<file path="config.mk">
export PLATFORM = sky130hd
export DESIGN_NAME = daisy_link
export DESIGN_NICKNAME = d
export VERILOG_FILES = /design/src/rtl/daisy_pkg.sv /design/src/rtl/daisy_word_src.sv /design/src/rtl/daisy_tx_fifo.sv /design/src/rtl/daisy_serializer.sv /design/src/rtl/daisy_rx.sv /design/src/rtl/daisy_link.sv
export SDC_FILE = /design/constraint.sdc
export NUM_CORES = 1
export LEC_CHECK = 0
export BUFFER_PORTS_ARGS = -buffer_cell sky130_fd_sc_hd__buf_2
export CORE_AREA = 2 2 173 175
export CTS_BUF_LIST = sky130_fd_sc_hd__clkbuf_4 sky130_fd_sc_hd__clkbuf_8
export CTS_CLUSTER_DIAMETER = 200
export CTS_CLUSTER_SIZE = 28
export DETAILED_ROUTE_END_ITERATION = 12
export DIE_AREA = 0 0 175 177
export GPL_TIMING_DRIVEN = 0
export SLEW_MARGIN = 20
export SYNTH_ARGS = -nofsm -noshare
export SYNTH_HDL_FRONTEND = slang
export SYNTH_HIERARCHICAL = 1
export SYNTH_SLANG_ARGS = --single-unit
</file>
<file path="constraint.sdc">
create_clock -name sys_clk -period 4.8 [get_ports sys_clk]
set_clock_uncertainty 0.1 [all_clocks]
set_input_delay 0.96 -clock sys_clk [delete_from_list [all_inputs] [get_ports sys_clk]]
set_output_delay 0.96 -clock sys_clk [all_outputs]
set_load 0.03 [all_outputs]
</file>
<file path="src/rtl/daisy_pkg.sv">
// ************************************************************
// daisy link shared definitions
// frame layout, word types, tx mode encoding,
// training and idle frames, and the PRBS-16 step
// ************************************************************

package daisy_pkg;

  // frame is flag bit on top of a 16-bit payload
  localparam int FRAME_W = 17;
  localparam int DATA_W  = FRAME_W - 1;
  localparam int CNT_W   = $clog2(FRAME_W); // enough for bit index 0..16

  typedef logic [DATA_W-1:0]  data_word_t;
  typedef logic [FRAME_W-1:0] frame_t;    // [16] flag, 1 = data word
  typedef logic [15:0]        err_cnt_t;  // saturating
  typedef logic [CNT_W-1:0]   bit_cnt_t;

  typedef enum logic [1:0] {
    MODE_USER   = 2'd0, // words from parallel input
    MODE_TRAIN  = 2'd1, // training frames only
    MODE_CUSTOM = 2'd2, // cfg word repeated
    MODE_RANDOM = 2'd3  // lfsr sequence
  } tx_mode_e;

  localparam bit_cnt_t LAST_BIT = bit_cnt_t'(FRAME_W - 1);

  // non-constant 17-bit pattern, so no rotation of it equals itself
  localparam data_word_t TRAIN_WORD  = 16'hF419;
  localparam frame_t     TRAIN_FRAME = {1'b0, TRAIN_WORD};
  localparam data_word_t IDLE_WORD   = '0;
  localparam frame_t     IDLE_FRAME  = {1'b0, IDLE_WORD};  // all zero

  localparam data_word_t LFSR_SEED = 16'hACE1;

  // fibonacci step, taps 16 14 13 11
  function automatic data_word_t lfsr_next(input data_word_t cur);
    return {cur[14:0], cur[15] ^ cur[13] ^ cur[12] ^ cur[10]};
  endfunction

endpackage

</file>
<file path="src/rtl/daisy_word_src.sv">
// ************************************************************
// daisy tx word source
// picks user, training, custom or lfsr words by mode and
// writes flagged frames into the tx fifo
// ************************************************************

`timescale 1ns/1ps

module daisy_word_src import daisy_pkg::*; (
  input  logic       sys_clk,
  input  logic       par_rstn,
  input  logic       tx_en_i,      // transmitter enable
  input  tx_mode_e   cfg_mode_i,
  input  data_word_t cfg_custom_i,
  input  logic       par_dv_i,     // user word valid
  input  data_word_t par_dat_i,
  input  logic       full_i,       // fifo full
  output logic       par_rdy_o,
  output logic       wr_en_o,
  output frame_t     wr_frame_o
);

  logic       mode_user;
  logic       room;       // a write may be issued this cycle
  logic       take;       // word accepted this cycle
  frame_t     src_frame;
  data_word_t lfsr_q;     // prbs state, next random payload

  assign mode_user = (cfg_mode_i == MODE_USER);

  // only one write outstanding, the full flag
  // then always covers the write already on its way
  assign room = tx_en_i && !full_i && !wr_en_o;

  assign par_rdy_o = mode_user && room;

  // user words need dv, generated words go whenever there is room
  assign take = mode_user ? (par_dv_i && par_rdy_o) : room;

  always_comb begin
    case (cfg_mode_i)
      MODE_USER:   src_frame = {1'b1, par_dat_i};
      MODE_TRAIN:  src_frame = TRAIN_FRAME;     // flag 0
      MODE_CUSTOM: src_frame = {1'b1, cfg_custom_i};
      MODE_RANDOM: src_frame = {1'b1, lfsr_q};
      default:     src_frame = TRAIN_FRAME;
    endcase
  end

  // write strobe and lfsr state
  always_ff @(posedge sys_clk) begin
    if (!par_rstn) begin
      wr_en_o <= 1'b0;
      lfsr_q  <= LFSR_SEED;
    end else begin
      wr_en_o <= take;
      if (take && (cfg_mode_i == MODE_RANDOM)) begin
        lfsr_q <= lfsr_next(lfsr_q); // step per written word
      end
    end
  end

  // frame register, moves together with wr_en_o
  always_ff @(posedge sys_clk) begin
    if (take) begin
      wr_frame_o <= src_frame;
    end
  end

endmodule

</file>
<file path="src/rtl/daisy_tx_fifo.sv">
// ************************************************************
// daisy tx fifo
// register array fifo for 17-bit frames, wrap-bit pointers,
// registered read data one cycle after rd_en
// ************************************************************

`timescale 1ns/1ps

module daisy_tx_fifo import daisy_pkg::*; #(
  parameter int FIFO_DEPTH = 8  // power of two, 2 or more
) (
  input  logic   sys_clk,
  input  logic   par_rstn,
  input  logic   wr_en_i,
  input  frame_t wr_frame_i,
  input  logic   rd_en_i,
  output frame_t rd_frame_o,
  output logic   full_o,
  output logic   empty_o
);

  localparam int AW = $clog2(FIFO_DEPTH);

  frame_t       mem [FIFO_DEPTH];
  logic [AW:0]  wr_ptr;   // msb is the wrap bit
  logic [AW:0]  rd_ptr;
  logic         do_wr;
  logic         do_rd;

  // same slot, different lap -> full
  assign full_o  = (wr_ptr[AW] != rd_ptr[AW]) && (wr_ptr[AW-1:0] == rd_ptr[AW-1:0]);
  assign empty_o = (wr_ptr == rd_ptr);

  assign do_wr = wr_en_i && !full_o;   // writes into a full fifo are dropped
  assign do_rd = rd_en_i && !empty_o;

  // pointers
  always_ff @(posedge sys_clk) begin
    if (!par_rstn) begin
      wr_ptr <= '0;
      rd_ptr <= '0;
    end else begin
      if (do_wr) begin
        wr_ptr <= wr_ptr + 1'b1;
      end
      if (do_rd) begin
        rd_ptr <= rd_ptr + 1'b1;
      end
    end
  end

  // storage
  always_ff @(posedge sys_clk) begin
    if (do_wr) begin
      mem[wr_ptr[AW-1:0]] <= wr_frame_i;
    end
  end

  // read port, data valid the cycle after rd_en_i
  always_ff @(posedge sys_clk) begin
    if (do_rd) begin
      rd_frame_o <= mem[rd_ptr[AW-1:0]];
    end
  end

endmodule

</file>
<file path="src/rtl/daisy_serializer.sv">
// ************************************************************
// daisy serializer
// one frame per 17 clocks, msb (flag) first,
// idle frame whenever the fifo had nothing to give
// ************************************************************

`timescale 1ns/1ps

module daisy_serializer import daisy_pkg::*; (
  input  logic   sys_clk,
  input  logic   par_rstn,
  input  logic   tx_en_i,
  input  logic   empty_i,     // fifo empty
  input  frame_t rd_frame_i,  // fifo read data
  output logic   rd_en_o,
  output logic   ser_dat_o
);

  // fetch two bits before the wrap, data is there one cycle later
  localparam bit_cnt_t FETCH_BIT = bit_cnt_t'(FRAME_W - 2);

  bit_cnt_t bit_cnt;   // bit on the line, 0..16
  logic     rd_pend;   // read issued for the coming frame
  frame_t   shift_q;

  assign rd_en_o = tx_en_i && (bit_cnt == FETCH_BIT) && !empty_i;

  assign ser_dat_o = shift_q[FRAME_W-1];

  always_ff @(posedge sys_clk) begin
    if (!par_rstn) begin
      bit_cnt <= '0;
      rd_pend <= 1'b0;
      shift_q <= '0;
    end else if (!tx_en_i) begin
      // line parked low, next frame starts at bit 0
      bit_cnt <= '0;
      rd_pend <= 1'b0;
      shift_q <= '0;
    end else begin
      if (bit_cnt == FETCH_BIT) begin
        rd_pend <= rd_en_o;
      end
      if (bit_cnt == LAST_BIT) begin
        bit_cnt <= '0;
        rd_pend <= 1'b0;
        // frame boundary, load new word or idle
        shift_q <= rd_pend ? rd_frame_i : IDLE_FRAME;
      end else begin
        bit_cnt <= bit_cnt + 1'b1;
        shift_q <= {shift_q[FRAME_W-2:0], 1'b0}; // msb first
      end
    end
  end

endmodule

</file>
<file path="src/rtl/daisy_rx.sv">
// ************************************************************
// daisy receiver
// hunts for the training frame, then cuts the bit stream
// into frames, outputs data words, and counts prbs errors
// ************************************************************

`timescale 1ns/1ps

module daisy_rx import daisy_pkg::*; (
  input  logic       sys_clk,
  input  logic       par_rstn,
  input  logic       rx_en_i,
  input  logic       chk_en_i,     // prbs check enable
  input  logic       err_clr_i,    // clear error count
  input  logic       ser_dat_i,
  output logic       rx_dv_o,
  output data_word_t rx_dat_o,
  output logic       rx_locked_o,
  output err_cnt_t   err_cnt_o
);

  typedef enum logic {
    RX_HUNT,
    RX_LOCKED
  } rx_state_e;

  rx_state_e  state;
  frame_t     win;        // last 17 bits, newest in lsb
  bit_cnt_t   bit_cnt;    // index of the last sampled bit
  logic       frame_done; // win holds a whole data frame
  data_word_t prev_word;  // last received data word
  logic       has_prev;
  logic       prbs_bad;

  assign rx_locked_o = (state == RX_LOCKED);

  assign frame_done = rx_locked_o && (bit_cnt == LAST_BIT) && win[FRAME_W-1];

  assign prbs_bad = has_prev && (win[DATA_W-1:0] != lfsr_next(prev_word));

  // serial input window
  always_ff @(posedge sys_clk) begin
    if (!par_rstn) begin
      win <= '0;
    end else begin
      win <= {win[FRAME_W-2:0], ser_dat_i};
    end
  end

  // alignment fsm and frame bit counter
  always_ff @(posedge sys_clk) begin
    if (!par_rstn) begin
      state   <= RX_HUNT;
      bit_cnt <= '0;
    end else begin
      case (state)
        RX_HUNT: begin
          bit_cnt <= '0;   // bit sampled at the lock edge is bit 0
          if (rx_en_i && (win == TRAIN_FRAME)) begin
            state <= RX_LOCKED;
          end
        end
        RX_LOCKED: begin
          if (!rx_en_i) begin
            state <= RX_HUNT;
          end
          bit_cnt <= (bit_cnt == LAST_BIT) ? '0 : bit_cnt + 1'b1;
        end
        default: state <= RX_HUNT;
      endcase
    end
  end

  // valid word pulse, one per data frame
  always_ff @(posedge sys_clk) begin
    if (!par_rstn) begin
      rx_dv_o <= 1'b0;
    end else begin
      rx_dv_o <= frame_done;
    end
  end

  always_ff @(posedge sys_clk) begin
    if (frame_done) begin
      rx_dat_o  <= win[DATA_W-1:0];
      prev_word <= win[DATA_W-1:0];   // reference for the next word
    end
  end

  // prbs checker
  always_ff @(posedge sys_clk) begin
    if (!par_rstn) begin
      has_prev  <= 1'b0;
      err_cnt_o <= '0;
    end else begin
      // first word after enable or lock only seeds the check
      if (!chk_en_i || !rx_locked_o) begin
        has_prev <= 1'b0;
      end else if (frame_done) begin
        has_prev <= 1'b1;
      end
      if (err_clr_i) begin
        err_cnt_o <= '0;
      end else if (chk_en_i && frame_done && prbs_bad && (err_cnt_o != '1)) begin
        err_cnt_o <= err_cnt_o + 1'b1;   // saturates at all ones
      end
    end
  end

endmodule

</file>
<file path="src/rtl/daisy_link.sv">
// ************************************************************
// daisy link top
// word source, tx fifo and serializer on the way out,
// receiver with prbs checker on the way in
// ************************************************************

`timescale 1ns/1ps

module daisy_link import daisy_pkg::*; #(
  parameter int FIFO_DEPTH = 8
) (
  input  logic       sys_clk,
  input  logic       par_rstn,
  input  logic       tx_en_i,
  input  logic       rx_en_i,
  input  logic       chk_en_i,
  input  logic       err_clr_i,
  input  tx_mode_e   cfg_mode_i,
  input  data_word_t cfg_custom_i,
  input  logic       par_dv_i,
  input  data_word_t par_dat_i,
  output logic       par_rdy_o,
  output logic       ser_dat_o,    // serial line out
  input  logic       ser_dat_i,    // serial line in
  output logic       rx_dv_o,
  output data_word_t rx_dat_o,
  output logic       rx_locked_o,
  output err_cnt_t   err_cnt_o
);

  logic   wr_en;
  frame_t wr_frame;
  logic   rd_en;
  frame_t rd_frame;
  logic   fifo_full;
  logic   fifo_empty;

  daisy_word_src u_word_src (
    .sys_clk      (sys_clk),
    .par_rstn     (par_rstn),
    .tx_en_i      (tx_en_i),
    .cfg_mode_i   (cfg_mode_i),
    .cfg_custom_i (cfg_custom_i),
    .par_dv_i     (par_dv_i),
    .par_dat_i    (par_dat_i),
    .full_i       (fifo_full),
    .par_rdy_o    (par_rdy_o),
    .wr_en_o      (wr_en),
    .wr_frame_o   (wr_frame)
  );

  daisy_tx_fifo #(
    .FIFO_DEPTH (FIFO_DEPTH)
  ) u_tx_fifo (
    .sys_clk    (sys_clk),
    .par_rstn   (par_rstn),
    .wr_en_i    (wr_en),
    .wr_frame_i (wr_frame),
    .rd_en_i    (rd_en),
    .rd_frame_o (rd_frame),
    .full_o     (fifo_full),
    .empty_o    (fifo_empty)
  );

  daisy_serializer u_serializer (
    .sys_clk    (sys_clk),
    .par_rstn   (par_rstn),
    .tx_en_i    (tx_en_i),
    .empty_i    (fifo_empty),
    .rd_frame_i (rd_frame),
    .rd_en_o    (rd_en),
    .ser_dat_o  (ser_dat_o)
  );

  // rx side, fed from the line (loopback or far end)
  daisy_rx u_rx (
    .sys_clk     (sys_clk),
    .par_rstn    (par_rstn),
    .rx_en_i     (rx_en_i),
    .chk_en_i    (chk_en_i),
    .err_clr_i   (err_clr_i),
    .ser_dat_i   (ser_dat_i),
    .rx_dv_o     (rx_dv_o),
    .rx_dat_o    (rx_dat_o),
    .rx_locked_o (rx_locked_o),
    .err_cnt_o   (err_cnt_o)
  );

endmodule

</file>
==> flow_metrics.tcl <==
set metrics [dict create \
    ys.flop_type "edfxtp_1" \
    fin_ws_ps 924 \
    clk_pin_slew_ps 170 \
    rr_startpoint "u_tx_fifo/wr_ptr[2]$_SDFFE_PN0P_" \
    power_uw 3840 \
    setup_violations 0 \
    synth_top_cell_by_area "edfxtp_1" \
    cts_buffers 13 \
    die_area_um2 31000 \
    max_slew.worst_pin.slew_ps 903 \
    cts_resized 0 \
    crit_path_max_incr_delay_ps 740 \
    period_minus_slack_ps 3880 \
    n_fill_cell 2623 \
    hold_class "register to register" \
    r2r_cells 6 \
    fin_crit_sh_pct 80.8 \
    drv_slew 0 \
    met3_usage_pct 1.27 \
    synth_top_area_share_pct 48.9 \
    clock.fmax_mhz 258 \
    crit_chain "buf_2 -> xor2_2 -> nor4_4 -> or3b_1 -> buf_6 -> buf_6 -> nor3_1 -> buf_2" \
    synth-seq-cells 275 \
    die_x_um 175 \
    clk_latency_ps 520 \
    min-delay-start "u_serializer/shift_q[9]$_SDFF_PN0_" \
    powerDensity_nw_per_um2 302 \
    avgSynthCellArea_um2 14.8 \
    chipHeight_um 177 \
    htree_levels 1 \
    fin_area_um2 12700 \
    whs_ps 352 \
    holdPathEnd "u_serializer/shift_q[10]$_SDFF_PN0_" \
    firstDrtPassIters 5 \
    critical_path_arrival_ps 2820 \
    drc 0 \
    vias 6519 \
    status "finished clean" \
    required_ps 3740 \
    grt_pass1_vias 6617 \
    endpoint_kind "output pin" \
    cp_top_family "simple AND/OR/NAND/NOR gates" \
    boundaryPins 78 \
    slew_headroom_pct 39.8 \
    synth_area_um2 11400 \
    core_um2 29200 \
    max_cap_viol_count 0 \
    cp_max_fo 10 \
    syn_inst 770 \
    nNetsFinal 933 \
    wl_per_cell_um 17.7 \
    rsz0062_at_grt "no" \
    antenna_cells 0 \
    post-cts-setup-buffer-count 0 \
    hold_viol 0 \
    synth_edf_count 186 \
    wirelength_mm 22.7 \
    gp_congestion 0.834 \
    yosysSeqAreaShare_pct 64.5 \
    grt_overflow 0 \
    clk_path_buf_depth 3 \
    portBuffers 77 \
    post-place-ws_ps 1480 \
    drt_iter0_drc 435 \
    slowest_stage "nor4_4" \
    final_antenna_net_count 0 \
    r2r_end "u_tx_fifo/mem[5][2]$_DFFE_PP_" \
    async_reset_ff_share_pct 0 \
    mostFrequentLayoutCells "edfxtp_1 (186), buf_2 (107), dfxtp_1 (89)" \
    row_count 63 \
    final_common_cell "edfxtp_1" \
    synthTopCellsByArea "edfxtp_1 (49%), dfxtp_1 (16%), mux4_2 (6.7%), mux2i_1 (2.8%), mux2_2 (2.6%)" \
    grt_max_degree 30 \
    reg2reg_slack_ps 2000 \
    grt_first_pass_wirelength_mm 36.5 \
    final_layout_size_suffix_gt1_share_pct 28.2 \
    regArea_um2 7370 \
    dp_hpwl_mm 16.0 \
    antenna_found_initial 0 \
    placed_cell_area_um2 12500 \
    worstSetupPathType "register to output pin" \
    syn_nets 820 \
    path_buf_inv 4 \
    grt_usage_pct 14.8 \
    viasPerCell 5.10 \
    grt_util_met1_pct 20.6 \
    cts_sinks 275 \
    hold_buffers 0 \
    tritoncts "done" \
    syn_to_final_growth_pct 11.3 \
    synth.distinct_cells 70 \
    hold_path_depth 2 \
    ir_worst_vdd_v 0.000196 \
    ys_warn_count 6 \
    busiest_layer "met2" \
    setup_tns_ps 0 \
    p_leak_uw 0.00427 \
    start_util_pct 39.1 \
    cp-start-kind "register" \
    cts_root_buf "clkbuf_8" \
    grt_use_met2_pct 25.5 \
    multi_input_comb_area_um2 3760 \
]
power by group:
group / leakage, uW / internal [uW] / switching [uW]
Sequential: 0.00244 / 2590 / 44.9
Combinational: 0.00170 / 94.8 / 136
Clock: 0.000126 / 314 / 660
Total: 0.00427 / 3000 / 841
kinds of logic after synthesis:
logic type | Yosys count | synth area share [%]
AO/OA/AOI/OAI | 82 | 5.38
XOR/XNOR | 34 | 2.74
adder cells (fa/ha/maj) | 8 | 0.876
buffers and inverters | 55 | 3.07
flip-flops | 275 | 64.5
multiplexers | 92 | 12.1
AND/OR/NAND/NOR | 224 | 11.4
synthesized netlist by cell type (7+ instances only):
master      n
mux4_2     34
dfxtp_1    89
o21ai_1     7
o21ai_0    16
xnor2_1    23
nand3_1    52
edfxtp_1  186
or4_1       7
ha_1        8
nand2b_1    9
mux2i_1    32
xor2_1      9
buf_6       7
o21ai_2     9
inv_1       7
nor2_1     15
nand2_1    40
o22a_1      8
and2_1     23
clkbuf_1   13
buf_2      18
a21oi_1     7
mux2_2     26
nand4_1    25
registers in the layout, indices dropped and copies added (netlist names):
signal	count
u_rx/bit_cnt	5
u_rx/err_cnt_o	16
u_rx/has_prev	1
u_rx/prev_word	16
u_rx/rx_dv_o	1
u_rx/rx_locked_o	1
u_rx/win	17
u_serializer/bit_cnt	5
u_serializer/rd_pend	1
u_serializer/shift_q	17
u_tx_fifo/mem	136
u_tx_fifo/rd_frame_o	17
u_tx_fifo/rd_ptr	4
u_tx_fifo/wr_ptr	4
u_word_src/lfsr_q	16
u_word_src/wr_en_o	1
u_word_src/wr_frame_o	17
layer usage:
metal / wire (um) / up-vias
li1: - / 3170
met1: 10500 / 3209
met2: 11300 / 119
met3: 637 / 21
met4: 289 / 0
met5: 0 / -
metrics by stage:
step           instances  utilization, %
2_1_floorplan        770               -
3_3_place_gp        1237            42.1
3_5_place_dp        1258            42.7
4_1_cts             1279            43.5
5_1_grt             1279            43.5
6_report            1279            43.5
final cells by class:
type,count,area share [%]
flip-flops and latches,275,57.9
multi-input cells,440,29.6
repair buffers,98,4.06
well taps,390,3.83
plain buffers,48,2.55
clock buffers,20,1.82
inverters,7,0.206
clock inverters,1,0.0590
worst max-delay path by stage:
stage	startpoint	depth (start not counted)	slack [ps]	endpoint
after detailed placement	u_tx_fifo/wr_ptr[1]$_SDFFE_PN0P_	8	1480	par_rdy_o
final	u_tx_fifo/wr_ptr[1]$_SDFFE_PN0P_	8	920	par_rdy_o
after global routing	u_tx_fifo/wr_ptr[1]$_SDFFE_PN0P_	8	730	par_rdy_o
after global placement	u_tx_fifo/wr_ptr[2]$_SDFFE_PN0P_	4	-600	u_tx_fifo/mem[1][5]$_DFFE_PP_
after floorplan	u_tx_fifo/wr_ptr[2]$_SDFFE_PN0P_	4	1380	u_tx_fifo/mem[1][0]$_DFFE_PP_
after CTS	u_tx_fifo/wr_ptr[1]$_SDFFE_PN0P_	8	850	par_rdy_o
worst reg2reg max path, delay by kind of cell, from the launching register on:
kind | cells | cell delay [ps]
buffers and inverters | 3 | 730
DFF | 1 | 340
xor gates and xnor gates | 1 | 440
and+or+nand+nor | 2 | 900
No activity file was read; power rests on OpenSTA's default activity.
